[config.mk]
export PLATFORM = sky130hd
export DESIGN_NAME = mult_operand_select
export DESIGN_NICKNAME = d
export VERILOG_FILES = /design/src/mult_pkg.sv /design/src/mult_operand_select.sv
export SDC_FILE = /design/constraint.sdc
export NUM_CORES = 1
export LEC_CHECK = 0
export BUFFER_PORTS_ARGS = -buffer_cell sky130_fd_sc_hd__buf_2
export CAP_MARGIN = 15
export CELL_PAD_IN_SITES_DETAIL_PLACEMENT = 1
export CELL_PAD_IN_SITES_GLOBAL_PLACEMENT = 2
export CORE_AREA = 3 3 147 149
export DETAILED_ROUTE_END_ITERATION = 7
export DIE_AREA = 0 0 150 152
export PLACE_DENSITY = 0.88
export SYNTH_ARGS = -nofsm -noshare
export SYNTH_HDL_FRONTEND = slang
export SYNTH_SLANG_ARGS = --single-unit
[constraint.sdc]
create_clock -name vclk -period 1.4
set_input_delay 0.21 -clock vclk [all_inputs]
set_output_delay 0.21 -clock vclk [all_outputs]
set_load 0.1 [all_outputs]
[src/mult_pkg.sv]
package mult_pkg;

  // datapath
  localparam int XLEN        = 64;
  localparam int MULT_STAGES = 4;
  // multiplier bits retired by each stage
  localparam int SLICE_W     = XLEN / MULT_STAGES;

  // reorder buffer and physical register file
  localparam int ROB_ENTRIES = 32;
  localparam int ROB_IDX_W   = $clog2(ROB_ENTRIES);
  localparam int PR_ENTRIES  = 64;
  localparam int PR_IDX_W    = $clog2(PR_ENTRIES);

  localparam int ARCH_REG_W  = 5;
  localparam int IMM_W       = 8;

  typedef logic [XLEN-1:0]       word_t;
  typedef logic [ROB_IDX_W-1:0]  rob_idx_t;
  typedef logic [PR_IDX_W-1:0]   pr_idx_t;
  typedef logic [ARCH_REG_W-1:0] arch_reg_t;
  typedef logic [IMM_W-1:0]      imm_t;

  // instruction as it leaves the issue stage
  typedef struct packed {
    logic      ready;
    word_t     opa;
    word_t     opb_reg;
    imm_t      imm;
    // high picks the literal as operand B
    logic      imm_select;
    arch_reg_t dest_idx;
    pr_idx_t   t_idx;
    rob_idx_t  rob_idx;
  } mult_issue_t;

  // contents of one pipeline stage
  typedef struct packed {
    logic      done;
    word_t     product;
    word_t     mplier;
    word_t     mcand;
    arch_reg_t dest_idx;
    pr_idx_t   t_idx;
    rob_idx_t  rob_idx;
  } mult_entry_t;

  // packet presented to the common data bus
  typedef struct packed {
    logic      done;
    word_t     result;
    arch_reg_t dest_idx;
    pr_idx_t   t_idx;
    rob_idx_t  rob_idx;
  } mult_result_t;

  // rollback broadcast, window is tail minus rollback index
  typedef struct packed {
    logic     en;
    rob_idx_t rollback_idx;
    rob_idx_t window;
  } rollback_t;

  // true when rob_idx sits inside the squashed span, both ends included
  function automatic logic squash_hit(rob_idx_t rob_idx, rollback_t rollback);
    rob_idx_t offset;
    // wraps modulo the ROB size
    offset = rob_idx - rollback.rollback_idx;
    return rollback.en && (offset <= rollback.window);
  endfunction

endpackage

[src/mult_operand_select.sv]
`timescale 1ns/1ps

module mult_operand_select import mult_pkg::*; (
  input  mult_issue_t issue,
  input  logic        rollback_en,
  input  rob_idx_t    rollback_idx,
  input  rob_idx_t    rob_tail_idx,
  output mult_entry_t stage_in,
  output rollback_t   rollback
);

  word_t opb;

  // register value or zero-extended literal
  always_comb begin
    if (issue.imm_select) begin
      opb = {{(XLEN-IMM_W){1'b0}}, issue.imm};
    end else begin
      opb = issue.opb_reg;
    end
  end

  // first stage starts from an empty accumulator
  always_comb begin
    stage_in.done     = issue.ready;
    stage_in.product  = '0;
    stage_in.mplier   = issue.opa;
    stage_in.mcand    = opb;
    stage_in.dest_idx = issue.dest_idx;
    stage_in.t_idx    = issue.t_idx;
    stage_in.rob_idx  = issue.rob_idx;
  end

  // window computed once here and shared by every stage and the drain
  always_comb begin
    rollback.en           = rollback_en;
    rollback.rollback_idx = rollback_idx;
    rollback.window       = rob_tail_idx - rollback_idx;
  end

  // issue stage keeps the literal field clear on register-register ops
  always_comb begin
    if (issue.ready && !issue.imm_select) begin
      imm_clear_for_reg_op: assert final (issue.imm == '0)
        else $error("literal field set on a register-register multiply");
    end
  end

endmodule

---- Yosys cells after proc, flatten, opt, wreduce, memory -nomap -nowiden ----
Index checks and enable logic that the tools add are counted.
operators by class
  add/sub/neg operators ................... 1
  muxes and demuxes ....................... 1
operators with widths
  kind               count
  2-to-1 mux 64 bit  1
  subtractor 5 bit   1
word-level totals
  output and inout bits ................... 220
  logic and storage cells ................. 2
  bits in registers ....................... 0
  input port bits ......................... 165

---- Logic depth before layout (Yosys ltp) ----
  depth after elaboration ................. 1
  gate-level depth with buffers ........... 7
  depth with buffers taken out ............ 7

---- Least setup slack after synthesis ----
Ideal clock, no wire load.
  path type ............................... in2out
  start ................................... input rob_tail_idx[0]
  end ..................................... output rollback[4] (netlist bit)
  stages .................................. 7
  data arrival time ....................... 2407 ps
  buffers on the path ..................... 0
  setup slack ............................. -1217 ps
  required time ........................... 1190 ps
  cells stage by stage .................... inv_1 -> ha_1 -> inv_1 -> fa_1 -> a21o_1 -> a21oi_2 -> xnor2_1
RTL lines
  what         line                      RTL
  from (decl)  mult_operand_select.sv:7  input rob_idx_t rob_tail_idx,
  to (decl)    mult_operand_select.sv:9  output rollback_t rollback

==> flow_metrics.py <==
metrics = {
    "logic_synthesis": {
        "ys.warnings.count": 0,
        "ys_seq_area_frac": 0,
        "synth_area_um2": 1810,
        "yosysUniqueCellTypes": 19,
        "syn_inst": 243,
        "avgSynthCellArea_um2": 7.44,
    },
    "worst_setup_path": {
        "crit_start": "rob_tail_idx[0]",
        "cp.arrival_ns": 1.57,
        "critPathCaptureType": "output port",
        "start_kind": "primary input",
        "cp.required_ns": 1.19,
        "crit_type": "in -> out",
        "cp_max_fo": 2,
    },
    "route": {
        "vias": 1543,
        "wl_per_cell_um": 11.9,
        "drc": 0,
        "first_pass_iters": 3,
        "routed_wl_um": 7010,
        "viasPerCell": 2.62,
        "ant_nets": 0,
        "drtIter0Drc": 14,
    },
    "global_route": {
        "grt_usage": 0.0529,
        "grt_pass1_vias": 1654,
        "grt_max_degree": 29,
        "grt_overflow_total": 0,
        "grt_pass1_wl_um": 9550,
        "antenna_found_initial": 0,
    },
    "die": {
        "die_y_um": 152,
        "io_pins": 385,
        "die_w_um": 150,
        "initial_core_util": 0.0890,
        "dieArea_um2": 22800,
        "core_um2": 20300,
        "rows": 52,
    },
    "status": {
        "outcome": "finished with violations",
        "violations": "setup timing",
    },
    "finish": {
        "seqCellArea_um2": 0,
        "numSequentialCells": 0,
        "n_antenna_cell": 0,
        "fill_cells": 2377,
        "drive_above_1_share": 0.783,
        "multiInputGateArea_um2": 1360,
        "syn_to_final_growth_pct": 105,
        "nClkBuffers": 0,
        "fin_nets": 490,
        "instances_no_fill": 588,
        "fin_area_um2": 3700,
    },
    "pwr": {
        "p_per_area_nw_per_um2": 790,
        "p_leak_nw": 1.81,
        "vdd_drop_max_uv": 320,
        "p_total_mw": 2.92,
    },
    "hold_path": {
        "hp-class": "in -> out",
        "min_from": "issue[114]",
        "whs_path_depth": 0,
    },
    "placed_design": {
        "gp_congestion": 0.666,
        "placed_cells": 586,
        "postPlaceCellArea_um2": 3650,
        "hpwl_um": 6610,
        "numPortBuffers": 157,
    },
    "sta": {
        "post-route-period-util": 1.27,
        "timing.final.ws_setup_ns": -0.383,
        "setup_viol": 4,
        "slew_viol_final": 0,
        "grt_setup_unrepaired": "yes",
        "hold_viol": 0,
        "fmax_mhz": 561,
        "period_minus_slack_ns": 1.78,
    },
    "run": {
        "drv_cap": 0,
    },
    "cts": {
        "cts_hold_buf": 0,
    },
}
[cells in the mapped netlist, drive strengths merged]
cell | n | area share
a21o | 1 | 0.0042
a21oi | 2 | 0.0076
and2b | 4 | 0.017
buf | 158 | 0.66
conb | 1 | 0.0021
fa | 1 | 0.011
ha | 4 | 0.028
inv | 6 | 0.012
mux2 | 8 | 0.058
nand2 | 1 | 0.0021
nor2b | 52 | 0.18
o21ai | 1 | 0.0028
xnor2 | 2 | 0.0097
xor2 | 2 | 0.0097
[layer usage]
metal / track usage / part of all wire / routed length [µm] / up-vias
met1: 0.0414 / 0.24 / 1670 / 647
li1: - / - / - / 666
met3: 0.0357 / 0.20 / 1400 / 36
met5: 0 / 0 / 0 / -
met2: 0.0953 / 0.50 / 3500 / 194
met4: 0.0301 / 0.062 / 433 / 0
[worst max-delay path, stage by stage]
cell and delay (ns):
buf_8 0.11, inv_12 0.04, ha_4 0.12, inv_2 0.03, fa_2 0.33, a21o_1 0.19, a21oi_4 0.19, xnor2_4 0.15
buf_12 0.20
[layout make-up]
class,count,area share
Multi-Input combinational cell,142,0.367
Timing Repair Buffer,170,0.531
Inverter,6,0.0115
Tap cell,270,0.0912
[power breakdown]
group / total [mW] / internal [mW] / leakage, nW / switching [mW]
registers: 0 / 0 / 0 / 0
clock network: 0 / 0 / 0 / 0
logic: 2.92 / 0.823 / 1.81 / 2.10
total: 2.92 / 0.823 / 1.81 / 2.10
[worst paths after layout]
path | end | slack, ns
hold / removal | stage_in[105] | 0.42
setup / recovery | rollback[4] | -0.38
[what timing repair did]
item                       CTS  global route
setup endpoints to repair    4             4
setup buffers                1             1
pin swaps                    9             2
resized for setup            9             2
[kinds of logic after synthesis]
kind of cell	count (synthesis)	synth area share
fa+ha+maj	5	0.0388
compound gates	4	0.0145
simple gates	57	0.199
xor+xnor	4	0.0194
other cells	1	0.00208
mux	8	0.0582
buf+inv	164	0.668
[through the flow]
step                hold WS (ns)  TNS [ns]  worst slack [ns]   util
floorplan                  0.624    -0.836            -0.322      -
CTS                        0.421    -0.889            -0.415  0.182
detailed placement         0.421     -1.11            -0.487  0.180
global route               0.420    -0.951            -0.439  0.182
global placement           0.421    -0.999            -0.454  0.180
finish                     0.420    -0.799            -0.383  0.182
[cells in the final DEF (no fill, tap or decap)]
| cell | n |
|---|---|
| inv_4 | 1 |
| buf_8 | 1 |
| inv_12 | 1 |
| ha_1 | 1 |
| nor2b_4 | 52 |
| ha_4 | 3 |
| xnor2_4 | 1 |
| buf_4 | 6 |
| buf_6 | 6 |
| nand2_4 | 1 |
| conb_1 | 64 |
| mux2_4 | 4 |
| a21oi_2 | 1 |
| mux2_2 | 4 |
| buf_12 | 70 |
| o21ai_4 | 1 |
| and2b_2 | 4 |
| inv_2 | 1 |
| a21o_1 | 1 |
| a21oi_4 | 1 |
| xnor2_1 | 1 |
| inv_1 | 2 |
| xor2_4 | 2 |
| buf_2 | 87 |
| inv_6 | 1 |
| fa_2 | 1 |
Note: power is estimated with default switching activity, not from simulation.
