`config.mk`:
```
export PLATFORM = sky130hd
export DESIGN_NAME = mult_stage
export DESIGN_NICKNAME = d
export VERILOG_FILES = /design/src/mult_pkg.sv /design/src/mult_stage.sv
export SDC_FILE = /design/constraint.sdc
export NUM_CORES = 2
export LEC_CHECK = 0
export ABC_AREA = 0
export ABC_CLOCK_PERIOD_IN_PS = 12200
export BUFFER_PORTS_ARGS = -buffer_cell sky130_fd_sc_hd__buf_4
export CAP_MARGIN = 15
export CORE_MARGIN = 2
export CORE_UTILIZATION = 60
export DETAILED_ROUTE_END_ITERATION = 12
export GPL_TIMING_DRIVEN = 0
export PLACE_DENSITY = 0.82
export SYNTH_ARGS = -nofsm -noshare
export SYNTH_HDL_FRONTEND = slang
export SYNTH_SLANG_ARGS = --single-unit
```
`constraint.sdc`:
```
create_clock -name clock -period 12.2 [get_ports clock]
set_input_delay 0.61 -clock clock [delete_from_list [all_inputs] [get_ports clock]]
set_output_delay 0.61 -clock clock [all_outputs]
set_load 0.02 [all_outputs]
```
`src/mult_pkg.sv`:
```
package mult_pkg;

  // datapath
  localparam int XLEN        = 64;
  localparam int MULT_STAGES = 4;
  // multiplier bits retired by each stage
  localparam int SLICE_W     = XLEN / MULT_STAGES;

  // reorder buffer and physical register file
  localparam int ROB_ENTRIES = 32;
  localparam int ROB_IDX_W   = $clog2(ROB_ENTRIES);
  localparam int PR_ENTRIES  = 64;
  localparam int PR_IDX_W    = $clog2(PR_ENTRIES);

  localparam int ARCH_REG_W  = 5;
  localparam int IMM_W       = 8;

  typedef logic [XLEN-1:0]       word_t;
  typedef logic [ROB_IDX_W-1:0]  rob_idx_t;
  typedef logic [PR_IDX_W-1:0]   pr_idx_t;
  typedef logic [ARCH_REG_W-1:0] arch_reg_t;
  typedef logic [IMM_W-1:0]      imm_t;

  // instruction as it leaves the issue stage
  typedef struct packed {
    logic      ready;
    word_t     opa;
    word_t     opb_reg;
    imm_t      imm;
    // high picks the literal as operand B
    logic      imm_select;
    arch_reg_t dest_idx;
    pr_idx_t   t_idx;
    rob_idx_t  rob_idx;
  } mult_issue_t;

  // contents of one pipeline stage
  typedef struct packed {
    logic      done;
    word_t     product;
    word_t     mplier;
    word_t     mcand;
    arch_reg_t dest_idx;
    pr_idx_t   t_idx;
    rob_idx_t  rob_idx;
  } mult_entry_t;

  // packet presented to the common data bus
  typedef struct packed {
    logic      done;
    word_t     result;
    arch_reg_t dest_idx;
    pr_idx_t   t_idx;
    rob_idx_t  rob_idx;
  } mult_result_t;

  // rollback broadcast, window is tail minus rollback index
  typedef struct packed {
    logic     en;
    rob_idx_t rollback_idx;
    rob_idx_t window;
  } rollback_t;

  // true when rob_idx sits inside the squashed span, both ends included
  function automatic logic squash_hit(rob_idx_t rob_idx, rollback_t rollback);
    rob_idx_t offset;
    // wraps modulo the ROB size
    offset = rob_idx - rollback.rollback_idx;
    return rollback.en && (offset <= rollback.window);
  endfunction

endpackage

```
`src/mult_stage.sv`:
```
`timescale 1ns/1ps

module mult_stage import mult_pkg::*; (
  input  logic        clock,
  input  logic        reset,
  input  logic        advance,
  input  rollback_t   rollback,
  input  mult_entry_t entry_in,
  output mult_entry_t entry_out
);

  word_t       partial;
  mult_entry_t next_entry;
  logic        squash_in;
  logic        squash_held;

  // low slice of the multiplier against the full multiplicand
  assign partial = word_t'(entry_in.mplier[SLICE_W-1:0]) * entry_in.mcand;

  assign squash_in   = squash_hit(entry_in.rob_idx, rollback);
  assign squash_held = squash_hit(entry_out.rob_idx, rollback);

  always_comb begin
    next_entry         = entry_in;
    next_entry.product = entry_in.product + partial;
    // next stage sees the following slice in the low bits
    next_entry.mplier  = entry_in.mplier >> SLICE_W;
    // multiplicand moves up to the weight of that slice
    next_entry.mcand   = entry_in.mcand << SLICE_W;
    next_entry.done    = entry_in.done && !squash_in;
  end

  // whole pipe moves or holds together on the shared advance level
  always_ff @(posedge clock) begin
    if (advance) begin
      entry_out <= next_entry;
    end
    if (reset) begin
      entry_out.done <= 1'b0;
    end else if (!advance && squash_held) begin
      // held entry killed in place while stalled
      entry_out.done <= 1'b0;
    end
  end

  // nothing valid leaves a stage straight out of reset
  done_low_after_reset: assert property (
    @(posedge clock) reset |=> !entry_out.done
  ) else $error("stage entry valid in the cycle after reset");

endmodule

```
# Word level (Yosys, flattened, before mapping)
# Cells that the tools add are included.
# word_totals
output_inout_bits,209
register_bits,177
in_bits,223
word_cells,20
# op_classes
reduce_logical,7
n_mul,1
magnitude_cmp,2
addsub,3
# ops
op,n
adder 64 bit,1
multiplier 16 x 64 -> 64 bit,1
<= comparator 5 bit,2
subtractor 5 bit,2
logical AND 1 bit,4
zero test 1 bit,2
OR reduction 2 bit,1

# Logic depth before layout (Yosys ltp)
# depth
depth_word,5
ltp_mapped,25
ltp_nobuf,23

# Least setup slack after synthesis
# OpenSTA, ideal clock, no wires.
# synth_path
path_kind,input port to flip-flop
start,in entry_in[81] (netlist name)
end,reg entry_out[201] (netlist name) (data pin)
stages,25
setup_ps,261
setup_slack_ps,5521
t_arrival_ps,6419
required_ps,11939
cell_sequence,clkbuf_1 > clkbuf_1 > nand2_1 > fa_1 > inv_1 > fa_1 > inv_1 > fa_1 > inv_1 > fa_1 > fa_1 > inv_1 > fa_1 > inv_1 > ha_1 > clkbuf_2 > a21oi_1 > nand2_1 > a221oi_1 > o21ai_0 > a21oi_1 > o31ai_1 > and2b_1 > a31o_2 > xor2_1
# synth_lines
element,line_no,rtl
from (decl),mult_stage.sv:8,"input mult_entry_t entry_in,"
to (signal assigned),mult_stage.sv:36,entry_out <= next_entry;
to (decl),mult_stage.sv:9,output mult_entry_t entry_out

==> impl.org <==
** Outcome
- The run finished with clean final reports.

** Critical path
- Crit. End Element :: register
- The worst register-to-register path begins at entry_out[0].
- Cell mode on critical path :: fa_1
- At the worst endpoint, the required time is 12450 ps.
- Delay of the slowest cell on the worst path :: 880 ps
- Setup crit start :: entry_in[87]
- The slowest stage of the critical path is the a21oi_1 cell.
- In this run the worst path has a maximum fanout of 10.
- Cells along the critical path :: buf_4 > clkbuf_1 > clkbuf_1 > nand2_1 > fa_1 > inv_1 > fa_1 > fa_1 > fa_1 > fa_1 > inv_1 > fa_1 > inv_1 > ha_1 > buf_2 > a21oi_1 > o21ai_0 > a211oi_1 > o2111ai_1 > a21oi_1 > o31ai_1 > and2b_1 > a31o_2 > xor2_1
- Critical Path Start Type :: primary input
- Critical path data arrival time :: 9140 ps
- The critical path is of the primary input to register type.

** CTS
- The later pin in the worst-skew pair is clocked with a latency of 500 ps.
- H-Tree Depth :: 4
- Buffers inserted during clock tree synthesis total 17.
- Root cell of the clock tree :: clkbuf_16
- Post-CTS setup buffer count :: 0
- TritonCTS built the clock tree.
- Clock tree buffer depth :: 2
- Number of cells upsized or downsized after cts :: 0
- Clock transition time at the flip-flop clock pins of the worst setup and hold paths :: 80 ps
- Buffers inserted to repair hold after CTS numbered 0.
- Num Clock Sinks :: 177

** Cells and area
- # nets final :: 5353
- In the final layout, the share of cells above drive strength 1 is 11.3%.
- The largest registers in the layout are entry_out (177).
- Most flops, register :: entry_out
- Leaving out fill and tap cells, the most frequent cell in the layout is inv_1.
- The top cell types in the final layout, fill and taps aside, are 1060 x inv_1, 816 x fa_1, 707 x nand2_1, 420 x buf_4, 259 x and2_1.
- Area delta synth->final :: 13.2%
- Cell Count, Final, Fillers Out :: 4978
- The register with the most flip-flops in the layout has 177 of them.

** Logic synthesis
- Leading post-synthesis cells by cell area :: fa_1 47%, edfxtp_1 15%, inv_1 11%
- Top cell type's share of synthesized area :: 46.5%
- Number of enable-type register cells in the synthesized netlist :: 176
- Warnings, synthesis :: 0
- Counting every instance in the synthesized netlist gives 3757.
- Of all flip-flops after synthesis, the portion carrying an async set or reset was 0%.
- After synthesis, the netlist uses 63 different library cells.
- Summed instance area of the synthesized netlist :: 35100 µm²
- Syn Area/Cell :: 9.34 µm²
- Post-synthesis sequential area ratio :: 15.1%
- Most used flip-flop cell after synthesis :: edfxtp_1
- Synthesis-stage register bit count :: 177
- The largest total area in the synthesized netlist belongs to fa_1.

** STA
- The clock arrives with 12.9 ps of skew.
- Setup_tns :: 0 ps
- Post-layout minimum cycle time :: 8880 ps
- Setup repair after global routing left no endpoint under its margin.
- Setup violations remaining at the end of the flow were counted as 0.
- Number of pins with negative max-slew slack in the final report :: 0
- Worst relative slew slack :: 24.3%
- Count of final hold-check violations :: 0
- After layout, the worst path uses 72.8% of the clock period.
- Actual transition at the worst max-transition pin :: 1140 ps
- For this run, the top clock speed supported by timing is 0.113 GHz.

** GRT
- The number of global-route vias before repair came to 28800.
- In the global route stage, overall resource usage came out at 36.4%.
- The number of antenna violations at the first check in global routing came to 8.
- The first global-routing pass estimated 163000 µm of wire.
- For this run the aggregate overflow at the end of global routing stands at 0.
- Maximum number of pins on one net before global-route repair :: 119

** Detailed routing
- Summed over all layers, the routed wires come to 105000 µm.
- In the routed design, unresolved DRC markers number 0.
- Post-DRT Antenna Nets :: 0
- The first TritonRoute pass finished after 6 iterations.
- The routed layout has 27000 vias.
- Iter 0 DRT Violations :: 1964
- Post-DR vias/cell :: 5.43
- Wire length per cell :: 21.1 µm

** Worst hold path
- In this run the most critical hold path is launched from entry_in[9].
- Hold Path Class :: primary input to register

** Die
- Starting Density :: 60.7%
- Core box area :: 57800 µm²
- In this run the core area contains 88 standard-cell rows.
- The die is 246 µm tall.
- In this run the count of I/O pins placed on the die edge is 432.
- The die is 246 µm wide.
- The floorplan step defined a die boundary enclosing 60500 µm².

** Placement
- Gpl congestion :: 1.00
- Number of port buffers :: 388
- Placed wire-length estimate after detailed placement :: 87200 µm
- Total placed cells including tap cells :: 4942

** Run
- Max Cap Viol :: 0
[critical path, delay by kind of cell]
family | cells | cell delay (ps)
adders and majority gates | 7 | 3300
and+or+nand+nor | 2 | 470
AOI/OAI and AO/OA | 7 | 2960
xor gates and xnor gates | 1 | 140
buffers and inverters | 7 | 1650
[synth_stat cells, drive strengths merged (11+ instances only)]
cell	count
a31oi	11
buf	41
ha	118
fa	816
a21oi	81
a21o	32
nand2	707
o21bai	13
o21ai	38
xor2	32
xnor2	62
edfxtp	176
o21a	11
inv	1060
nand4	12
clkbuf	160
nor2	29
and2	260
[cell families after synthesis]
kind of cell	share of synthesized area, %
XOR/XNOR	2.35
AO/OA/AOI/OAI	4.27
multiplexers	0.0606
other	0.0107
buffers and inverters	13.9
AND/OR/NAND/NOR	13.6
flip-flops	15.1
adder cells (fa/ha/maj)	50.7
[path summary, 6_finish.rpt]
| check | cells past startpoint | endpoint | slack (ps) |
|---|---|---|---|
| worst max-delay path | 24 | entry_out[201] | 3320 |
| worst min-delay path | 1 | entry_out[9] | 270 |
| worst max register to register | 12 | entry_out[208] | 9440 |
| worst min register to register | 2 | entry_out[208] | 590 |
[per-stage QoR]
| step | util [%] | hold WS (ps) | cell area [µm²] | worst slack [ps] |
|---|---|---|---|---|
| floorplan | - | 592 | 35200 | 5520 |
| global placement | 67.6 | 530 | 39100 | 2980 |
| detailed placement | 67.7 | 580 | 39100 | 2980 |
| CTS | 68.7 | 247 | 39700 | 3520 |
| global route | 68.7 | 245 | 39700 | 3120 |
| finish | 68.8 | 268 | 39700 | 3320 |
[per-layer routing]
metal / vias to the layer above / GRT usage, % / wire [µm]
met2: 1627 / 58.8 / 49500
met1: 13400 / 43.9 / 36700
met3: 358 / 10.3 / 11700
met5: - / 0 / 66
met4: 10 / 21.4 / 6990
li1: 11600 / - / -
[cell type report]
class | count | area, µm²
multi-input combinational | 2350 | 25000
clock inverter | 15 | 184
fill | 4472 | 18100
inverter | 1060 | 3980
timing repair buffer | 389 | 2950
antenna | 4 | 10.0
tap | 765 | 957
buffer | 201 | 897
sequential | 177 | 5310
clock buffer | 17 | 425
Power is not shown: default switching activity piles up to over one toggle a cycle in this logic, so the estimate is an artifact.
