## src/mult_pkg.sv

```systemverilog
package mult_pkg;

  // datapath
  localparam int XLEN        = 64;
  localparam int MULT_STAGES = 4;
  // multiplier bits retired by each stage
  localparam int SLICE_W     = XLEN / MULT_STAGES;

  // reorder buffer and physical register file
  localparam int ROB_ENTRIES = 32;
  localparam int ROB_IDX_W   = $clog2(ROB_ENTRIES);
  localparam int PR_ENTRIES  = 64;
  localparam int PR_IDX_W    = $clog2(PR_ENTRIES);

  localparam int ARCH_REG_W  = 5;
  localparam int IMM_W       = 8;

  typedef logic [XLEN-1:0]       word_t;
  typedef logic [ROB_IDX_W-1:0]  rob_idx_t;
  typedef logic [PR_IDX_W-1:0]   pr_idx_t;
  typedef logic [ARCH_REG_W-1:0] arch_reg_t;
  typedef logic [IMM_W-1:0]      imm_t;

  // instruction as it leaves the issue stage
  typedef struct packed {
    logic      ready;
    word_t     opa;
    word_t     opb_reg;
    imm_t      imm;
    // high picks the literal as operand B
    logic      imm_select;
    arch_reg_t dest_idx;
    pr_idx_t   t_idx;
    rob_idx_t  rob_idx;
  } mult_issue_t;

  // contents of one pipeline stage
  typedef struct packed {
    logic      done;
    word_t     product;
    word_t     mplier;
    word_t     mcand;
    arch_reg_t dest_idx;
    pr_idx_t   t_idx;
    rob_idx_t  rob_idx;
  } mult_entry_t;

  // packet presented to the common data bus
  typedef struct packed {
    logic      done;
    word_t     result;
    arch_reg_t dest_idx;
    pr_idx_t   t_idx;
    rob_idx_t  rob_idx;
  } mult_result_t;

  // rollback broadcast, window is tail minus rollback index
  typedef struct packed {
    logic     en;
    rob_idx_t rollback_idx;
    rob_idx_t window;
  } rollback_t;

  // true when rob_idx sits inside the squashed span, both ends included
  function automatic logic squash_hit(rob_idx_t rob_idx, rollback_t rollback);
    rob_idx_t offset;
    // wraps modulo the ROB size
    offset = rob_idx - rollback.rollback_idx;
    return rollback.en && (offset <= rollback.window);
  endfunction

endpackage

```

## src/mult_result_drain.sv

```systemverilog
`timescale 1ns/1ps

module mult_result_drain import mult_pkg::*; (
  input  mult_entry_t  last_entry,
  input  rollback_t    rollback,
  input  logic         cdb_grant,
  output mult_result_t result,
  output logic         advance
);

  logic squash_last;

  // final entry can be hit by a rollback in the same cycle it is shown
  assign squash_last = squash_hit(last_entry.rob_idx, rollback);

  always_comb begin
    result.done     = last_entry.done && !squash_last;
    result.result   = last_entry.product;
    result.dest_idx = last_entry.dest_idx;
    result.t_idx    = last_entry.t_idx;
    result.rob_idx  = last_entry.rob_idx;
  end

  // stall only while a live result is waiting on the bus
  assign advance = !result.done || cdb_grant;

endmodule

```

## config.mk

```make
export PLATFORM = sky130hd
export DESIGN_NAME = mult_result_drain
export DESIGN_NICKNAME = d
export VERILOG_FILES = /design/src/mult_pkg.sv /design/src/mult_result_drain.sv
export SDC_FILE = /design/constraint.sdc
export NUM_CORES = 1
export LEC_CHECK = 0
export ABC_AREA = 1
export ABC_CLOCK_PERIOD_IN_PS = 2900
export CORE_AREA = 2 2 117 119
export DETAILED_ROUTE_END_ITERATION = 6
export DIE_AREA = 0 0 119 121
export DONT_BUFFER_PORTS = 1
export GPL_TIMING_DRIVEN = 1
export PLACE_DENSITY = 0.3
export SLEW_MARGIN = 20
export SYNTH_ARGS = -nofsm -noshare
export SYNTH_HDL_FRONTEND = slang
export SYNTH_SLANG_ARGS = --single-unit
```

## constraint.sdc

```tcl
create_clock -name vclk -period 2.9
set_input_delay 0.58 -clock vclk [all_inputs]
set_output_delay 0.58 -clock vclk [all_outputs]
set_load 0.05 [all_outputs]
```

======== Word-level counts from Yosys, hierarchy flattened ========
Index checks and enable logic that the tools add are counted.
storage, ports and cells
  flip-flop bits (word level) ............. 0
  output and inout bits ................... 82
  word-level logic and storage cells ...... 7
cells by class
  add/subtract/negate cells ............... 1
  magnitude comparators ................... 1
  reductions and logical operators ........ 5
operators with widths
  kind                 number
  <= comparator 5 bit  1
  subtractor 5 bit     1
  logical AND 1 bit    2
  zero test 1 bit      2
  logical OR 1 bit     1

======== Logic depth before layout (Yosys ltp) ========
Gate-level depths: netlist of run 1.
  depth in word-level cells ............... 7
  gate-level depth with buffers ........... 13

======== Worst setup path before layout of run 1 ========
Ideal clock, no wire load.
  path type ............................... in2out
  start ................................... input port last_entry[0] (netlist name)
  end ..................................... output port result[80] (netlist name)
  arrival ................................. 2559 ps
  setup slack ............................. -239 ps
  stages on the path ...................... 12
  path buffers ............................ 0
  path through ............................ inv_1 > ha_1 > fa_1 > o21ai_1 > xor2_1 > ha_1 > nand2_1 > nor2_2 > nand2_1 > nand3_2 > nand2_2 > a21boi_2
RTL lines
  what             line                    source
  start, declared  mult_result_drain.sv:4  input mult_entry_t last_entry,
  end, declared    mult_result_drain.sv:7  output mult_result_t result,

==> results of run 1 <==
[worst min-delay path by stage]
stage / from / endpoint / slack, ps / cells after the start
floorplan: rollback[10] / result[80] / 1250 / 1
global placement: last_entry[148] / result[20] / 1160 / 0
detailed placement: last_entry[148] / result[20] / 1160 / 0
CTS: last_entry[148] / result[20] / 1160 / 0
global route: last_entry[149] / result[21] / 1160 / 0
finish: last_entry[146] / result[18] / 1160 / 0
[stage by stage]
step                      power (W)  worst slack (ps)  hold WS [ps]    util
after floorplan            0.000380              2.79          1250       -
after global placement     0.000108              -115          1160  0.0457
after detailed placement   0.000108              -126          1160  0.0457
after CTS                  0.000116             -48.1          1160  0.0484
after global routing       0.000136              -112          1160  0.0500
final                      0.000121             -13.3          1160  0.0500
[what timing repair did]
item / CTS / global route
pin swaps: 10 / 7
hold buffers: 0 / 0
endpoints found under the setup margin: 2 / 2
resized for setup: 8 / 3
buffers inserted: 0 / 0
[metal layers]
| layer | routed length (um) | GRT usage | vias up |
|---|---|---|---|
| met4 | 156 | 0.0193 | 0 |
| li1 | - | - | 154 |
| met3 | 1060 | 0.0587 | 26 |
| met5 | 0 | 0 | - |
| met1 | 548 | 0.0219 | 148 |
| met2 | 583 | 0.0266 | 51 |
[cell type report]
type,instances,area share
multi-input combinational,34,0.511
tap,176,0.337
inverter,14,0.0994
timing repair buffer,3,0.0535
[cells in the final DEF (no fill, tap or decap), types with 2 or more instances in the layout]
master   netlist  layout
inv_1         14      13
nand2_1       10       8
ha_1           9       7
xnor2_1        2       2
xor2_1         2       2
nand2_2        1       2
a21oi_1        3       2
ha_4           0       2
buf_4         80       2
[worst max-delay path: cells and delay by family]
kind,cells,cell delay [ps]
adder cells (fa/ha/maj),3,840
AND/OR/NAND/NOR,5,350
AO/OA/AOI/OAI,2,310
buffers and inverters,2,160
XOR/XNOR,1,80
[power by group]
| part | switching [W] | leakage (nW) | internal, W | total, W |
|---|---|---|---|---|
| Combinational | 0.0000656 | 0.237 | 0.0000549 | 0.000121 |
| Sequential | 0 | 0 | 0 | 0 |
| Clock | 0 | 0 | 0 | 0 |
| Total | 0.0000656 | 0.237 | 0.0000549 | 0.000121 |
[cells by family after synthesis]
kind of cell,synth area share
and+or+nand+nor,0.0706
adders and majority gates,0.144
AOI/OAI and AO/OA,0.0393
buffers and inverters,0.708
xor gates and xnor gates,0.0380
==> flow_summary.toml, run 1 <==
[worst_setup_path]
slowest_delay_ps = 380
worstSetupStartpointType = "input pin"
worst_ep_arrival_time_ps = 2330
crit_chain = "inv_12, ha_4, fa_2, o21ai_2, xor2_1, ha_1, nand2_2, nor2_2, nand2_1, nand3_2, nand2_4, a21boi_4, buf_12"
crit_slowest_cell = "fa_2"
crit_end = "result[80]"
crit_start = "last_entry[0]"
critical_path.max_fanout = 2
end_kind = "output port"
cp_data_required_time_ps = 2320
crit_type = "in2out"

[routing]
drc = 0
wl_per_cell_um = 10.3
num_vias = 379
vias_per_cell = 1.67
drt_iter0_markers = 4
firstDrtPassIters = 2
ant_nets = 0
routed_wl_um = 2350

[global_route]
grt_pass1_vias = 374
overflow = 0
grt_pass1_wl_um = 2990
antenna_found_initial = 0
grt_start_max_net_pins = 5
grt_util_all_layers = 0.0301

[yosys]
synth.area.top_cells = "buf_4 65%, ha_1 12%, inv_1 5.7%"
synth_common_cells = "80 x buf_4, 14 x inv_1, 10 x nand2_1"
synth_area_sq_um = 922
synth_most_common_cell = "buf_4"
ys_seq_area_frac = 0
syn_nets = 359
synthCells = 128
syn_avg_cell_area_sq_um = 7.20
ys_warn_count = 0
synth_top_cell_area_share = 0.651
yosysTopAreaCell = "buf_4"
synth.distinct_cells = 14

[finish]
stdcell_count = 227
fin_nets = 284
layout-drive-gt1-share = 0.314
fin_area_sq_um = 654
num_antenna_cells = 0
multi_input_area_sq_um = 334
areaGrowthSynthToFinish_pct = -29.0
final-seq-area_sq_um = 0
fill_cells = 1546
design.seq.count = 0
clock_buffers = 0

[hold_path]
hold_path.class = "in2out"

[placement]
dp_hpwl_um = 2230
dp.cells = 227
port_buffers = 0
post_dp_cell_area_sq_um = 598
place.gp.congestion = 0.593

[outcome]
failed_checks = "setup timing"
status = "finished with violations"

[die]
initial_core_util = 0.0705
ioPinCount = 303
core-area_sq_um = 13100
die_x_um = 119
fp-row-count = 42
die-area_sq_um = 14400
fp.dieH_um = 121

[timing]
setup_ws_ps = -13.3
fmax_mhz = 343
slew_violations = 0
setup_viol = 1
rsz0062_at_grt = "yes"
max_slew_margin = 0.869
worst_pin_slew_ps = 194
post-route-period-util = 1.00
fin_crit_ps = 2910
hold_viol = 0
finalSetupTns_ps = -13.3

[power]
power.density_nw_per_um2 = 184
ir_drop_mv = 0.0853
p_leak_nw = 0.237

[flow_run]
cap_violations = 0
(Power assumes the default switching activity.)
==> run 2, diff against run 1 <==
ABC_CLOCK_PERIOD_IN_PS = 2800   (was 2900)
CAP_MARGIN = 20   (was default)
RECOVER_POWER = 100   (was default)
clock period = 2.8 ns   (was 2.9 ns; I/O delays follow)
==> run 2 against run 1 <==
The run still ends with setup timing left. First-iteration DRC count fell by 50%. Combinational power barely moved. Largest power group unchanged. Power decreased by 0.90%.
==> flow_summary.toml, run 2 (synthesis gave the netlist of run 1 again) <==
[timing]
setup_ws_ps = -53.6
slew_violations = 0
fin_crit_ps = 2850
max_slew_margin = 0.876
hold_viol = 0
setup_viol = 2
worst_pin_slew_ps = 184
fmax_mhz = 350
post-route-period-util = 1.02
rsz0062_at_grt = "yes"

[placement]
post_dp_cell_area_sq_um = 631
dpl_worst_slack_ps = -113
port_buffers = 0
dp_hpwl_um = 2700
place.gp.congestion = 0.608
dp.cells = 228

[global_route]
grt_start_max_net_pins = 5
grt_pass1_wl_um = 3620
grt_pass1_vias = 442
antenna_found_initial = 0
grt_util_all_layers = 0.0368
overflow = 0

[finish]
final-seq-area_sq_um = 0
num_antenna_cells = 0
fin_util = 0.0489
final_cell_mix = "13 x inv_1, 8 x nand2_1, 8 x ha_1"
design.seq.count = 0
areaGrowthSynthToFinish_pct = -30.7
fill_cells = 1546
final_common_cell = "inv_1"
fin_nets = 285
stdcell_count = 228
layout-drive-gt1-share = 0.308
clock_buffers = 0
fin_area_sq_um = 639

[hold_path]
worstHoldStart = "last_entry[146]"
hold_path_end = "result[18]"
hold_path.class = "in2out"
hold_depth = 0

[routing]
drc = 0
ant_nets = 0
firstDrtPassIters = 2
routed_wl_um = 2790
num_vias = 361
vias_per_cell = 1.58
drt_iter0_markers = 2
wl_per_cell_um = 12.3

[die]
ioPinCount = 303
initial_core_util = 0.0705
die_x_um = 119
fp-row-count = 42
core-area_sq_um = 13100
fp.dieH_um = 121
die-area_sq_um = 14400

[worst_setup_path]
worst_ep_arrival_time_ps = 2290
crit_slowest_cell = "fa_2"
cp_data_required_time_ps = 2240
crit_type = "in2out"
critical_path.max_fanout = 2
worstSetupStartpointType = "input pin"
timing.critical_path.mode_cell = "nand2_2"
slowest_delay_ps = 360
end_kind = "output port"
crit_chain = "inv_8, ha_4, fa_2, o21ai_2, xor2_1, ha_1, nand2_2, nor2_2, nand2_1, nand3_2, nand2_2, a21boi_4, buf_12"

[outcome]
status = "finished with violations"
failed_checks = "setup timing"

[power]
power.density_nw_per_um2 = 187
p_leak_nw = 0.240
ir_drop_mv = 0.0943

[clock_tree]
cts_post_setup_buffers_inserted = 0

[flow_run]
cap_violations = 0
## run 2: final cells by class
class / instances / area, sq um / share of cell area
Inverter: 14 / 60.1 / 0.0939
Multi-Input combinational cell: 34 / 317 / 0.495
Tap cell: 176 / 220 / 0.344
Timing Repair Buffer: 4 / 42.5 / 0.0665
## run 2: layer usage
metal | routed length, um | vias to the layer above | GRT usage
met5 | 45 | - | 0.0221
met4 | 142 | 2 | 0.0223
met3 | 1340 | 24 | 0.0766
met2 | 707 | 58 | 0.0330
met1 | 562 | 122 | 0.0225
li1 | - | 155 | -
## run 2: per-stage QoR
| step | power [W] | TNS [ps] | hold WS (ps) |
|---|---|---|---|
| 2_1_floorplan | 0.000397 | -28.6 | 1210 |
| 3_3_place_gp | 0.000117 | -207 | 1120 |
| 3_5_place_dp | 0.000117 | -211 | 1120 |
| 4_1_cts | 0.000123 | -150 | 1120 |
| 5_1_grt | 0.000137 | -285 | 1120 |
| 6_report | 0.000119 | -60.6 | 1120 |
## run 2: where the power goes
part | total, W | internal (W) | switching, W
combinational | 0.000119 | 0.0000543 | 0.0000652
clock | 0 | 0 | 0
sequential | 0 | 0 | 0
## run 2: how the worst max path moves through the flow
stage / start / endpoint / slack [ps]
after floorplan: last_entry[0] / result[80] / -30
after detailed placement: rollback[8] / result[80] / -110
after global routing: last_entry[0] / result[80] / -170
final: last_entry[0] / result[80] / -50
after CTS: last_entry[0] / result[80] / -80
after global placement: last_entry[0] / result[80] / -120
## run 2: repair_timing
action,in CTS,in global routing
resized for setup,3,0
endpoints found under the hold margin,0,0
hold buffers,0,0
endpoints found under the setup margin,2,2
pin swaps,7,2
cloned,0,0
## run 2: critical path, delay by kind of cell
kind | cells | cell delay [ps]
adder cells (fa/ha/maj) | 3 | 820
buffers and inverters | 2 | 160
AND/OR/NAND/NOR | 5 | 370
XOR/XNOR | 1 | 80
AO/OA/AOI/OAI | 2 | 310
